File: src/common/uartPkg.sv
package uartPkg;

	////////////////////////////////////////////////////////////
	// serial framing, 8N1 with 16x oversampling
	////////////////////////////////////////////////////////////
	localparam int dataBits    = 8;    // data bits per frame
	localparam int sbTick      = 16;   // ticks in one stop bit
	localparam int overSample  = 16;   // ticks per bit
	localparam int fifoDepth   = 16;   // entries per fifo
	localparam int fifoAddrLen = 4;
	localparam int tickLen     = $clog2(overSample);
	localparam int bitCntLen   = $clog2(dataBits);

	// counter end points, shared by rx and tx
	localparam logic [tickLen-1:0]   midTick      = tickLen'(overSample / 2 - 1);
	localparam logic [tickLen-1:0]   lastTick     = tickLen'(overSample - 1);
	localparam logic [tickLen-1:0]   stopLastTick = tickLen'(sbTick - 1);
	localparam logic [bitCntLen-1:0] lastBit      = bitCntLen'(dataBits - 1);

	// frame phases, same for both directions
	typedef enum logic [1:0] {stIdle, stStart, stData, stStop} frameState_t;

	// rx fifo entry, framing bit above the byte
	typedef struct packed {
		logic                frameErr;
		logic [dataBits-1:0] data;
	} rxWord_t;

	typedef logic [dataBits-1:0] txWord_t;   // tx fifo entry

endpackage

File: src/common/uartRegPkg.sv
package uartRegPkg;

	////////////////////////////////////////////////////////////
	// apb register map
	////////////////////////////////////////////////////////////
	localparam int apbAddrLen = 4;

	localparam logic [apbAddrLen-1:0] regData    = 4'h0;   // rx pop / tx push
	localparam logic [apbAddrLen-1:0] regStatus  = 4'h4;
	localparam logic [apbAddrLen-1:0] regDivisor = 4'h8;   // clk cycles per sTick

	// status word bits
	localparam int statRxEmpty  = 0;
	localparam int statRxFull   = 1;
	localparam int statTxEmpty  = 2;
	localparam int statTxFull   = 3;
	localparam int statOverrun  = 4;   // sticky, write 1 to clear
	localparam int statFrameErr = 5;   // framing bit of rx head

	localparam int                    divisorLen   = 16;
	localparam logic [divisorLen-1:0] divisorReset = 16'd27;
	localparam logic [divisorLen-1:0] divisorMin   = 16'd1;   // a written 0 lands here

endpackage

File: src/uart/uartFifo.sv
module uartFifo #(
	parameter type payload_t = logic [7:0]
) (
	input  logic     clk,
	input  logic     reset,
	input  logic     push,
	input  logic     pop,
	input  payload_t wrData,
	output payload_t rdData,
	output logic     empty,
	output logic     full
);

	payload_t                          mem [uartPkg::fifoDepth];
	logic [uartPkg::fifoAddrLen-1:0]   wrPtr, rdPtr;   // wrap naturally at depth 16
	logic [uartPkg::fifoAddrLen:0]     count;          // one bit wider, holds 16
	logic                              doPush, doPop;

	assign doPush = push && !full;    // push on full dropped
	assign doPop  = pop && !empty;    // pop on empty dropped

	always_ff @(posedge clk or posedge reset)
	begin
		if (reset)
		begin
			wrPtr <= '0;
			rdPtr <= '0;
			count <= '0;
		end
		else
		begin
			if (doPush)
				wrPtr <= wrPtr + 1'b1;
			if (doPop)
				rdPtr <= rdPtr + 1'b1;
			case ({doPush, doPop})
				2'b10:   count <= count + 1'b1;
				2'b01:   count <= count - 1'b1;
				default: count <= count;   // both or neither
			endcase
		end
	end

	// storage
	always_ff @(posedge clk)
	begin
		if (doPush)
			mem[wrPtr] <= wrData;
	end

	assign rdData = mem[rdPtr];   // head, no read latency
	assign empty  = (count == '0);
	assign full   = (count == (uartPkg::fifoAddrLen + 1)'(uartPkg::fifoDepth));

endmodule

File: src/uart/uartRec.sv
module uartRec (
	input  logic                          clk,
	input  logic                          reset,
	input  logic                          sTick,
	input  logic                          rx,
	output logic                          rxDoneTick,
	output logic                          frameErr,
	output logic [uartPkg::dataBits-1:0]  dOut
);

	uartPkg::frameState_t             stateReg, stateNext;
	logic [uartPkg::tickLen-1:0]      sReg, sNext;   // oversample tick count
	logic [uartPkg::bitCntLen-1:0]    nReg, nNext;   // data bit index
	logic [uartPkg::dataBits-1:0]     bReg, bNext;   // shift reg, lsb arrives first

	always_ff @(posedge clk or posedge reset)
	begin
		if (reset)
		begin
			stateReg <= uartPkg::stIdle;
			sReg     <= '0;
			nReg     <= '0;
			bReg     <= '0;
		end
		else
		begin
			stateReg <= stateNext;
			sReg     <= sNext;
			nReg     <= nNext;
			bReg     <= bNext;
		end
	end

	////////////////////////////////////////////////////////////
	// next state
	////////////////////////////////////////////////////////////
	always_comb
	begin
		stateNext  = stateReg;
		sNext      = sReg;
		nNext      = nReg;
		bNext      = bReg;
		rxDoneTick = 1'b0;
		frameErr   = 1'b0;
		case (stateReg)
			uartPkg::stIdle:
				if (!rx)   // falling edge, start bit begins
				begin
					stateNext = uartPkg::stStart;
					sNext     = '0;
				end
			uartPkg::stStart:
				if (sTick)
				begin
					if (sReg == uartPkg::midTick)   // middle of start bit
					begin
						stateNext = uartPkg::stData;
						sNext     = '0;
						nNext     = '0;
					end
					else
						sNext = sReg + 1'b1;
				end
			uartPkg::stData:
				if (sTick)
				begin
					if (sReg == uartPkg::lastTick)   // middle of next data bit
					begin
						sNext = '0;
						bNext = {rx, bReg[uartPkg::dataBits-1:1]};
						if (nReg == uartPkg::lastBit)
							stateNext = uartPkg::stStop;
						else
							nNext = nReg + 1'b1;
					end
					else
						sNext = sReg + 1'b1;
				end
			uartPkg::stStop:
				if (sTick)
				begin
					if (sReg == uartPkg::stopLastTick)   // middle of stop bit
					begin
						stateNext  = uartPkg::stIdle;
						rxDoneTick = 1'b1;
						frameErr   = !rx;   // stop bit must be high
					end
					else
						sNext = sReg + 1'b1;
				end
			default:
				stateNext = uartPkg::stIdle;
		endcase
	end

	assign dOut = bReg;

endmodule

File: src/uart/uartTrans.sv
module uartTrans (
	input  logic             clk,
	input  logic             reset,
	input  logic             sTick,
	input  logic             txStart,   // same cycle as the tx fifo pop
	input  uartPkg::txWord_t txData,
	output logic             tx,
	output logic             txReady
);

	uartPkg::frameState_t             stateReg, stateNext;
	logic [uartPkg::tickLen-1:0]      sReg, sNext;
	logic [uartPkg::bitCntLen-1:0]    nReg, nNext;
	logic [uartPkg::dataBits-1:0]     bReg, bNext;   // byte being shifted out
	logic                             txReg, txNext;  // registered line, no glitches

	always_ff @(posedge clk or posedge reset)
	begin
		if (reset)
		begin
			stateReg <= uartPkg::stIdle;
			sReg     <= '0;
			nReg     <= '0;
			bReg     <= '0;
			txReg    <= 1'b1;   // line idles high
		end
		else
		begin
			stateReg <= stateNext;
			sReg     <= sNext;
			nReg     <= nNext;
			bReg     <= bNext;
			txReg    <= txNext;
		end
	end

	always_comb
	begin
		stateNext = stateReg;
		sNext     = sReg;
		nNext     = nReg;
		bNext     = bReg;
		txNext    = txReg;
		case (stateReg)
			uartPkg::stIdle:
			begin
				txNext = 1'b1;
				if (txStart)   // latch head word now
				begin
					stateNext = uartPkg::stStart;
					sNext     = '0;
					bNext     = txData;
					txNext    = 1'b0;   // start bit goes out next cycle
				end
			end
			uartPkg::stStart:
				if (sTick)
				begin
					if (sReg == uartPkg::lastTick)
					begin
						stateNext = uartPkg::stData;
						sNext     = '0;
						nNext     = '0;
						txNext    = bReg[0];   // first data bit, lsb
					end
					else
						sNext = sReg + 1'b1;
				end
			uartPkg::stData:
				if (sTick)
				begin
					if (sReg == uartPkg::lastTick)
					begin
						sNext = '0;
						bNext = bReg >> 1;
						if (nReg == uartPkg::lastBit)
						begin
							stateNext = uartPkg::stStop;
							txNext    = 1'b1;   // stop bit
						end
						else
						begin
							nNext  = nReg + 1'b1;
							txNext = bReg[1];   // next bit after the shift
						end
					end
					else
						sNext = sReg + 1'b1;
				end
			uartPkg::stStop:
				if (sTick)
				begin
					if (sReg == uartPkg::stopLastTick)
						stateNext = uartPkg::stIdle;
					else
						sNext = sReg + 1'b1;
				end
			default:
				stateNext = uartPkg::stIdle;
		endcase
	end

	assign tx      = txReg;
	assign txReady = (stateReg == uartPkg::stIdle);

endmodule

File: src/baudGen.sv
module baudGen (
	input  logic                              clk,
	input  logic                              reset,
	input  logic [uartRegPkg::divisorLen-1:0] divisor,
	output logic                              sTick
);

	logic [uartRegPkg::divisorLen-1:0] cntReg;   // counts down to zero

	always_ff @(posedge clk or posedge reset)
	begin
		if (reset)
			cntReg <= uartRegPkg::divisorReset - 1'b1;
		else if (cntReg == '0)
			cntReg <= divisor - 1'b1;   // new divisor picked up here only
		else
			cntReg <= cntReg - 1'b1;
	end

	// one clk wide, every divisor cycles
	assign sTick = (cntReg == '0);

endmodule

File: src/uartRegs.sv
module uartRegs (
	input  logic                              clk,
	input  logic                              reset,
	// apb
	input  logic                              psel,
	input  logic                              penable,
	input  logic                              pwrite,
	input  logic [uartRegPkg::apbAddrLen-1:0] paddr,
	input  logic [31:0]                       pwdata,
	output logic [31:0]                       prdata,
	output logic                              pready,
	output logic                              pslverr,
	// datapath
	input  uartPkg::rxWord_t                  rxWord,   // rx fifo head
	input  logic                              rxEmpty,
	input  logic                              rxFull,
	input  logic                              txEmpty,
	input  logic                              txFull,
	input  logic                              rxPush,
	output logic                              rxPop,
	output logic                              txPush,
	output logic [uartRegPkg::divisorLen-1:0] divisor,
	output uartPkg::txWord_t                  txWord,
	output logic                              rxIrq
);

	logic                              access;   // second apb cycle
	logic                              hitData, hitStatus, hitDivisor;
	logic [uartRegPkg::divisorLen-1:0] wrDiv;
	logic [31:0]                       status;
	logic                              overrun;

	assign access     = psel && penable;
	assign hitData    = (paddr == uartRegPkg::regData);
	assign hitStatus  = (paddr == uartRegPkg::regStatus);
	assign hitDivisor = (paddr == uartRegPkg::regDivisor);
	assign wrDiv      = pwdata[uartRegPkg::divisorLen-1:0];

	////////////////////////////////////////////////////////////
	// divisor and overrun flag
	////////////////////////////////////////////////////////////
	always_ff @(posedge clk or posedge reset)
	begin
		if (reset)
		begin
			divisor <= uartRegPkg::divisorReset;
			overrun <= 1'b0;
		end
		else
		begin
			if (access && pwrite && hitDivisor)
				divisor <= (wrDiv == '0) ? uartRegPkg::divisorMin : wrDiv;
			if (rxPush && rxFull)   // word lost in the fifo, set wins over clear
				overrun <= 1'b1;
			else if (access && pwrite && hitStatus && pwdata[uartRegPkg::statOverrun])
				overrun <= 1'b0;
		end
	end

	always_comb
	begin
		status                           = '0;
		status[uartRegPkg::statRxEmpty]  = rxEmpty;
		status[uartRegPkg::statRxFull]   = rxFull;
		status[uartRegPkg::statTxEmpty]  = txEmpty;
		status[uartRegPkg::statTxFull]   = txFull;
		status[uartRegPkg::statOverrun]  = overrun;
		status[uartRegPkg::statFrameErr] = rxWord.frameErr && !rxEmpty;
	end

	// read mux
	always_comb
	begin
		prdata = '0;
		if (hitData && !rxEmpty)
			prdata = 32'(rxWord);   // framing bit lands at bit 8
		else if (hitStatus)
			prdata = status;
		else if (hitDivisor)
			prdata = 32'(divisor);
	end

	assign rxPop   = access && !pwrite && hitData && !rxEmpty;
	assign txPush  = access && pwrite && hitData;   // fifo drops it when full
	assign txWord  = pwdata[uartPkg::dataBits-1:0];
	assign pready  = 1'b1;   // never waits
	assign pslverr = access && !(hitData || hitStatus || hitDivisor);
	assign rxIrq   = !rxEmpty;

endmodule

File: src/uartTop.sv
module uartTop (
	input  logic                              clk,
	input  logic                              reset,
	input  logic                              psel,
	input  logic                              penable,
	input  logic                              pwrite,
	input  logic [uartRegPkg::apbAddrLen-1:0] paddr,
	input  logic [31:0]                       pwdata,
	output logic [31:0]                       prdata,
	output logic                              pready,
	output logic                              pslverr,
	input  logic                              rx,
	output logic                              tx,
	output logic                              rxIrq
);

	uartPkg::rxWord_t                  rxHead, rxIn;
	uartPkg::txWord_t                  txHead, txIn;
	logic                              rxEmpty, rxFull, txEmpty, txFull;
	logic                              rxPush, rxPop, txPush, txPop;
	logic [uartRegPkg::divisorLen-1:0] divisor;
	logic                              sTick, frameErr, txReady;
	logic [uartPkg::dataBits-1:0]      recData;

	////////////////////////////////////////////////////////////
	// control side
	////////////////////////////////////////////////////////////
	uartRegs regs0 (
		.clk, .reset, .psel, .penable, .pwrite, .paddr, .pwdata,
		.prdata, .pready, .pslverr,
		.rxWord(rxHead), .rxEmpty, .rxFull, .txEmpty, .txFull, .rxPush,
		.rxPop, .txPush, .divisor, .txWord(txIn), .rxIrq
	);

	baudGen baud0 (.clk, .reset, .divisor, .sTick);

	// receive path
	uartRec rec0 (
		.clk, .reset, .sTick, .rx,
		.rxDoneTick(rxPush), .frameErr, .dOut(recData)
	);

	assign rxIn = {frameErr, recData};

	uartFifo #(.payload_t(uartPkg::rxWord_t)) rxFifo (
		.clk, .reset, .push(rxPush), .pop(rxPop),
		.wrData(rxIn), .rdData(rxHead), .empty(rxEmpty), .full(rxFull)
	);

	// transmit path
	uartFifo #(.payload_t(uartPkg::txWord_t)) txFifo (
		.clk, .reset, .push(txPush), .pop(txPop),
		.wrData(txIn), .rdData(txHead), .empty(txEmpty), .full(txFull)
	);

	assign txPop = txReady && !txEmpty;   // pop doubles as txStart

	uartTrans trans0 (
		.clk, .reset, .sTick, .txStart(txPop), .txData(txHead),
		.tx, .txReady
	);

endmodule

File: config.mk
export PLATFORM = sky130hd
export DESIGN_NAME = uartTop
export DESIGN_NICKNAME = d
export VERILOG_FILES = /design/src/common/uartPkg.sv /design/src/common/uartRegPkg.sv /design/src/uart/uartFifo.sv /design/src/uart/uartRec.sv /design/src/uart/uartTrans.sv /design/src/baudGen.sv /design/src/uartRegs.sv /design/src/uartTop.sv
export SDC_FILE = /design/constraint.sdc
export NUM_CORES = 1
export LEC_CHECK = 0
export ABC_AREA = 1
export BUFFER_PORTS_ARGS = -buffer_cell sky130_fd_sc_hd__buf_2
export CAP_MARGIN = 20
export CORE_MARGIN = 5
export CORE_UTILIZATION = 60
export DETAILED_ROUTE_END_ITERATION = 16
export PLACE_DENSITY = 0.74
export SYNTH_ARGS = -nofsm -noshare
export SYNTH_HDL_FRONTEND = slang
export SYNTH_SLANG_ARGS = --single-unit
File: constraint.sdc
create_clock -name clk -period 3.8 [get_ports clk]
set_input_delay 0.95 -clock clk [delete_from_list [all_inputs] [get_ports clk]]
set_output_delay 0.95 -clock clk [all_outputs]
set_load 0.02 [all_outputs]
======== Word level (Yosys, flattened, before mapping) ========
Memories as Yosys holds them, arrays and structs flattened.
Cells that the tools add are included.
word-level totals
  output and inout port bits .............. 36
  memory bits (writable) .................. 272
  register bits after elaboration ......... 94
  memories kept ........................... 2
memories
  memory      depth  width  read ports  clocked after Yosys merged registers in  write ports  RTL line        source
  rxFifo.mem  16     9      1           0                                        1            uartFifo.sv:14  payload_t mem [uartPkg::fifoDepth];
  txFifo.mem  16     8      1           0                                        1            uartFifo.sv:14
cells by class
  reductions and logical operators ........ 51
  multiplexer cells ....................... 74
  $add $sub $neg .......................... 14
  equal/unequal tests ..................... 40
operators with widths
  cell                                                   number
  2-to-1 mux 32 bit                                      2
  2-to-1 mux 16 bit                                      3
  2-to-1 mux 4 bit                                       12
  logical NOT 16 bit                                     2
  2-to-1 mux 2 bit                                       16
  subtractor 16 x 1 -> 16 bit, second input constant     2
  2-to-1 mux 3 bit                                       10
  adder 4 x 1 -> 4 bit, second input constant            6
  2-to-1 mux 8 bit                                       3
  inequality test 2 bit, second input constant           11
  inequality test 2 x 1 -> 1 bit, second input constant  10
  one-hot mux 5 bit (2 select lines)                     2
  logical AND 1 bit                                      18
  2-to-1 mux 1 bit                                       18
  one-hot mux 2 bit (4 select lines)                     2
  one-hot mux 4 bit (4 select lines)                     1
  one-hot mux 8 bit (2 select lines)                     1
  AND reduction 8 bit                                    2
  equality test 2 bit, second input constant             6
  equality test 4 bit, second input constant             3
  one-hot mux 3 bit (2 select lines)                     2
  one-hot mux 4 bit (3 select lines)                     1
  AND reduction 6 bit                                    2
  nonzero test 2 bit                                     6
  18 further kinds                                       38

======== Depth between registers and ports, before layout ========
  word-level depth ........................ 7
  depth in mapped cells ................... 20

======== By module ========
From an unflattened synthesis, not the netlist that was laid out.
unflattened totals
  cell total of the unflattened synthesis .. 1937
  area, all modules ....................... 17753.3 um^2
modules (own cells, without submodules)
  module             area an instance (um^2)  cells an instance  seq. area each (um^2)  times used
  uartFifo (rxFifo)  6922.9                   684                4649.5                 1
  uartFifo (txFifo)  6242.2                   624                4169.0                 1
  uartRegs           1251.2                   169                430.4                  1
  baudGen            1171.1                   172                404.1                  1
  uartTrans          1131.1                   158                451.7                  1
  uartRec            1024.7                   128                425.4                  1
  uartTop            10.0                     2                  0.0                    1

======== Worst setup path after synthesis ========
OpenSTA, ideal clock, no wires.
  path kind ............................... input -> register
  from .................................... in paddr[1] in the netlist's numbering
  to ...................................... reg rxFifo.count[4] in the netlist's numbering
  arrival time ............................ 3.020 ns
  setup slack ............................. 0.701 ns
  stages .................................. 16
  buffers on the path ..................... 0
  cell sequence ........................... nor2_1 -> nand2_1 -> nor2_1 -> nand2_1 -> nor3_2 -> ha_1 -> inv_1 -> fa_1 -> inv_1 -> a21oi_1 -> nor2_1 -> nor2_1 -> nand2_1 -> nand2_1 -> nor2_1 -> xor2_1
between the ends
  word-level cells in the longest chain between the ends .. 6
  elaborated cells on any way between the ends .. 8
  classes of those cells .................. eq/ne: 2; mux: 1; reduce/logical: 5
ends and longest elaborated chain
  what                                                                             RTL line        source
  from (decl)                                                                      uartTop.sv:7    input logic [uartRegPkg::apbAddrLen-1:0] paddr,
  logical NOT 4 bit (*)                                                            uartRegs.sv:34  assign hitData = (paddr == uartRegPkg::regData);
  logical AND 1 bit (*) (2 in series)                                              uartRegs.sv:83  assign rxPop = access && !pwrite && hitData && !rxEmpty;
  logical AND 1 bit (*)                                                            uartFifo.sv:20  assign doPop = pop && !empty;
  named net rxFifo.doPop                                                           uartFifo.sv:17  logic doPush, doPop;
  equality test 2 x 1 -> 1 bit / equality test 2 bit (equally long branches)       uartFifo.sv:36  case ({doPush, doPop})
  one-hot mux 5 bit (2 select lines) / nonzero test 2 bit (equally long branches)  n/a
  to (signal assigned)                                                             uartFifo.sv:37  2'b10: count <= count + 1'b1;
  to (signal assigned)                                                             uartFifo.sv:38  2'b01: count <= count - 1'b1;
  to (signal assigned)                                                             uartFifo.sv:39  default: count <= count;
  to (decl)                                                                        uartFifo.sv:16  logic [uartPkg::fifoAddrLen:0] count;
Mark *: on every way through the listed nets, which the timed path passes. The rest lies on a longest branch.
A chain may end at the register's enable or synchronous reset.

======== Final worst setup path ========
  from .................................... reg rxFifo.rdPtr[0] in the netlist's numbering
  to ...................................... out prdata[5]
between the ends
  word-level cells in the longest chain between the ends .. 4
ends and longest elaborated chain
  what                          RTL line        source
  from (decl)                   uartFifo.sv:15  logic [uartPkg::fifoAddrLen-1:0] wrPtr, rdPtr;
  from (signal assigned)        uartFifo.sv:35  rdPtr <= rdPtr + 1'b1;
  memory read (16 x 9 bit) (*)  n/a
  logical AND 1 bit             uartRegs.sv:68  status[uartRegPkg::statFrameErr] = rxWord.frameErr && !rxEmpty;
  2-to-1 mux 32 bit             uartRegs.sv:77  else if (hitStatus)
  2-to-1 mux 32 bit (*)         uartRegs.sv:75  if (hitData && !rxEmpty)
  to (decl)                     uartTop.sv:9    output logic [31:0] prdata,
Every way passes the cells marked *; elsewhere a longest branch is shown, timed or not.

==> out/metrics.yaml <==
pwr:
  p_clk_share_pct: 31.4
  swShare_pct: 32.22
  max-vdd-ir-drop_mv: 0.4833
  cellPowerDensity_nw_per_um2: 605.7
  switchingPower_mw: 3.557
  pwr-share-comb_pct: 25.8
  p_leak_nw: 6.894
  total_power_mw: 11.04
  p_seq_share_pct: 42.8
  internal-power_mw: 7.482
floorplan:
  initial_utilization_pct: 60.71
  die_y_um: 174.9
  core_area_um2: 26880
  die-area_um2: 30590
  die_width_um: 174.9
  pin_count: 78
  row_count: 60
clocking:
  cts_tree: "done"
  clockBufferDepth: 3
  path_clk_slew_ns: 0.06
  h-tree-depth: 2
  cts_made_buffers: 37
  clock_latency_ns: 0.52
  cts.sink_count: 366
  holdBufCountCts: 0
  cts_setup_buffers: 0
  cts_root_buf: "clkbuf_16"
synthesis:
  ys_warn_count: 0
  synth_top_area_cell: "edfxtp_1"
  ys_ff_latch: 366
  synth_flop_cell: "edfxtp_1"
  synth_cell_types: 50
  synthCells: 1517
  synth_seq_area_share_pct: 64.54
  synth_area_um2: 16320
  async_flop_share_pct: 25.68
  synthMostInstantiatedCell: "edfxtp_1"
  avgSynthCellArea_um2: 10.76
  netlist.area_leader.share_pct: 50.06
  yosys-top-cells-area: "edfxtp_1 50%, dfrtp_1 13%, nor2_1 6.2%"
  synth_edf_count: 272
  ys_top_cells_by_count: "272 x edfxtp_1, 271 x nor2_1, 211 x nand2_1"
global_routing:
  grt-ovfl-total: 0
  grt_pass1_vias: 11020
  met3_usage_pct: 3.137
  antenna_found_initial: 0
  grt_max_degree: 78
  globalRouteMet2Util_pct: 41.31
  busiest_layer: "met2"
  grt_pass1_wl_mm: 57.33
  met1_usage_pct: 30.96
  grt_usage_pct: 23.52
cells_and_area:
  nNetsFinal: 1669
  seq_area_um2: 10530
  nFillCells: 1978
  drive_above_1_share_pct: 11.80
  multi_input_comb_area_um2: 5016
  fin_area_um2: 18230
  antenna_cells: 0
  area_growth_pct: 11.71
  fin_util_pct: 67.82
placed_design:
  routabilityCongestion: 0.9079
  hpwlAfterDp_mm: 22.84
  postPlaceCellArea_um2: 17050
  pre_cts_ws_ns: 0.4132
  portBuffers: 44
timing:
  setup-tns-final_ns: 0
  finalCriticalPeriod_ns: 3.642
  hold_viol_final: 0
  max_freq_ghz: 0.2745
  worst_slew_pin_slew_ns: 0.9593
  grt_setup_unrepaired: "no"
  max_slew_margin_pct: 35.81
  fin_skew_ns: 0.01720
  fin_ws_ns: 0.1576
  drv_slew: 0
  final-setup-viol-count: 0
  timing.final.crit_share_pct: 95.85
setup_path:
  cp.buffers_inverters: 3
  path_class: "flip-flop to primary output"
  cp.arrival_ns: 2.69
  path_max_fanout: 30
  crit_path_start_kind: "flip-flop"
  critPathCaptureType: "primary output"
  crit_chain: "inv_2 -> buf_4 -> o21ai_0 -> o221ai_1 -> nand3_1 -> nand2_1 -> nand2_1 -> nand3_1 -> buf_2"
  crit_slowest_cell: "inv_2"
  cpPeakStageDelay_ns: 0.44
  critPathRequiredTime_ns: 2.85
  critPathTopFamily: "buffers and inverters"
route:
  drc_errors: 0
  vias_per_cell: 5.752
  initialDrtViolationCount: 990
  vias: 11270
  wire_per_inst_um: 18.23
  ant_nets: 0
  drtPass1Iterations: 5
  wl_mm: 35.73
job:
  cap_violations: 0
run_status:
  outcome: "complete, no violations"
min_path:
  hold_class: "flip-flop to flip-flop"
[sequential cells by signal, indices dropped and copies added, names as in the netlist]
name             cells
rxFifo.mem         144
txFifo.mem         128
baud0.cntReg        16
regs0.divisor       16
rec0.dOut            8
trans0.bReg          8
rxFifo.count         5
txFifo.count         5
rec0.sReg            4
rxFifo.rdPtr         4
rxFifo.wrPtr         4
trans0.sReg          4
txFifo.rdPtr         4
txFifo.wrPtr         4
rec0.nReg            3
trans0.nReg          3
rec0.stateReg        2
trans0.stateReg      2
regs0.overrun        1
trans0.tx            1
[final timing paths]
check                      cells past startpoint                end       startpoint  slack [ns]
max                                            9          prdata[5]  rxFifo.rdPtr[0]        0.16
max in group asynchronous                      3    baud0.cntReg[1]            reset        2.51
min reg2reg                                    2     trans0.bReg[7]   trans0.bReg[7]        0.48
min in group asynchronous                      2  regs0.divisor[13]            reset        0.53
min                                            2     trans0.bReg[7]   trans0.bReg[7]        0.48
max reg2reg                                   13    txFifo.count[4]  txFifo.count[0]        0.85
[layout by cell type (no fill, tap or decap), types with 9 or more instances in the layout]
| master | n |
|---|---|
| a21oi_1 | 27 |
| buf_2 | 44 |
| buf_4 | 51 |
| clkbuf_16 | 39 |
| clkinv_1 | 9 |
| conb_1 | 17 |
| dfrtp_1 | 83 |
| edfxtp_1 | 272 |
| ha_1 | 35 |
| inv_1 | 107 |
| nand2_1 | 211 |
| nand3_1 | 65 |
| nor2_1 | 271 |
| o211ai_1 | 31 |
| o21ai_0 | 183 |
| o221ai_1 | 29 |
| o22ai_1 | 19 |
| xor2_1 | 19 |
[stage by stage]
| step | instances | hold WS, ns |
|---|---|---|
| 4_1_cts | 1960 | 0.4839 |
| 5_1_grt | 1960 | 0.5095 |
| 3_3_place_gp | 1892 | 0.4638 |
| 3_5_place_dp | 1892 | 0.4661 |
| 2_1_floorplan | 1532 | 0.4487 |
| 6_report | 1960 | 0.4810 |
[kinds of logic (layout without fill, tap and decap cells)]
kind of cell	count (synthesis)	count (layout)	share of synthesized area (%)
AO/OA/AOI/OAI	312	312	11.23
XOR/XNOR	23	23	1.235
adder cells (fa/ha/maj)	37	37	2.929
buffers and inverters	191	278	5.061
flip-flops	366	366	64.54
multiplexers	1	1	0.06135
other	2	17	0.04603
AND/OR/NAND/NOR	585	585	14.90
[repair_timing]
| item | CTS | global route |
|---|---|---|
| resized for setup | 0 | 1 |
| setup endpoints to repair | 0 | 1 |
| endpoints found under the hold margin | 0 | 0 |
[metal layers]
layer  routed length, µm  vias up
met4                 789        0
met1               14790     5480
li1                    -     5368
met3                2078       62
met5                   0        -
met2               18080      363
[power groups by stage]
stage	Combinational (mW)	Sequential (mW)	Clock [mW]
after floorplan	2.11	4.75	0
after global placement	2.73	4.79	0
after detailed placement	2.83	4.79	0
after CTS	2.85	4.72	3.53
after global routing	3.23	4.75	3.73
final	2.85	4.72	3.47
[final cells by class]
type	instances	share of cell area, %
flip-flops and latches	366	57.80
multi-input cells	975	27.52
clock buffers	52	5.897
repair buffers	97	3.529
inverters	113	2.348
well taps	341	2.341
clock inverters	16	0.5698
[tightest hold or removal path, delay by kind of cell (launching register included)]
| kind | cells | cell delay, ns |
|---|---|---|
| flip-flops | 1 | 0.34 |
| AND/OR/NAND/NOR | 2 | 0.11 |
No activity file was read; power rests on OpenSTA's default activity.
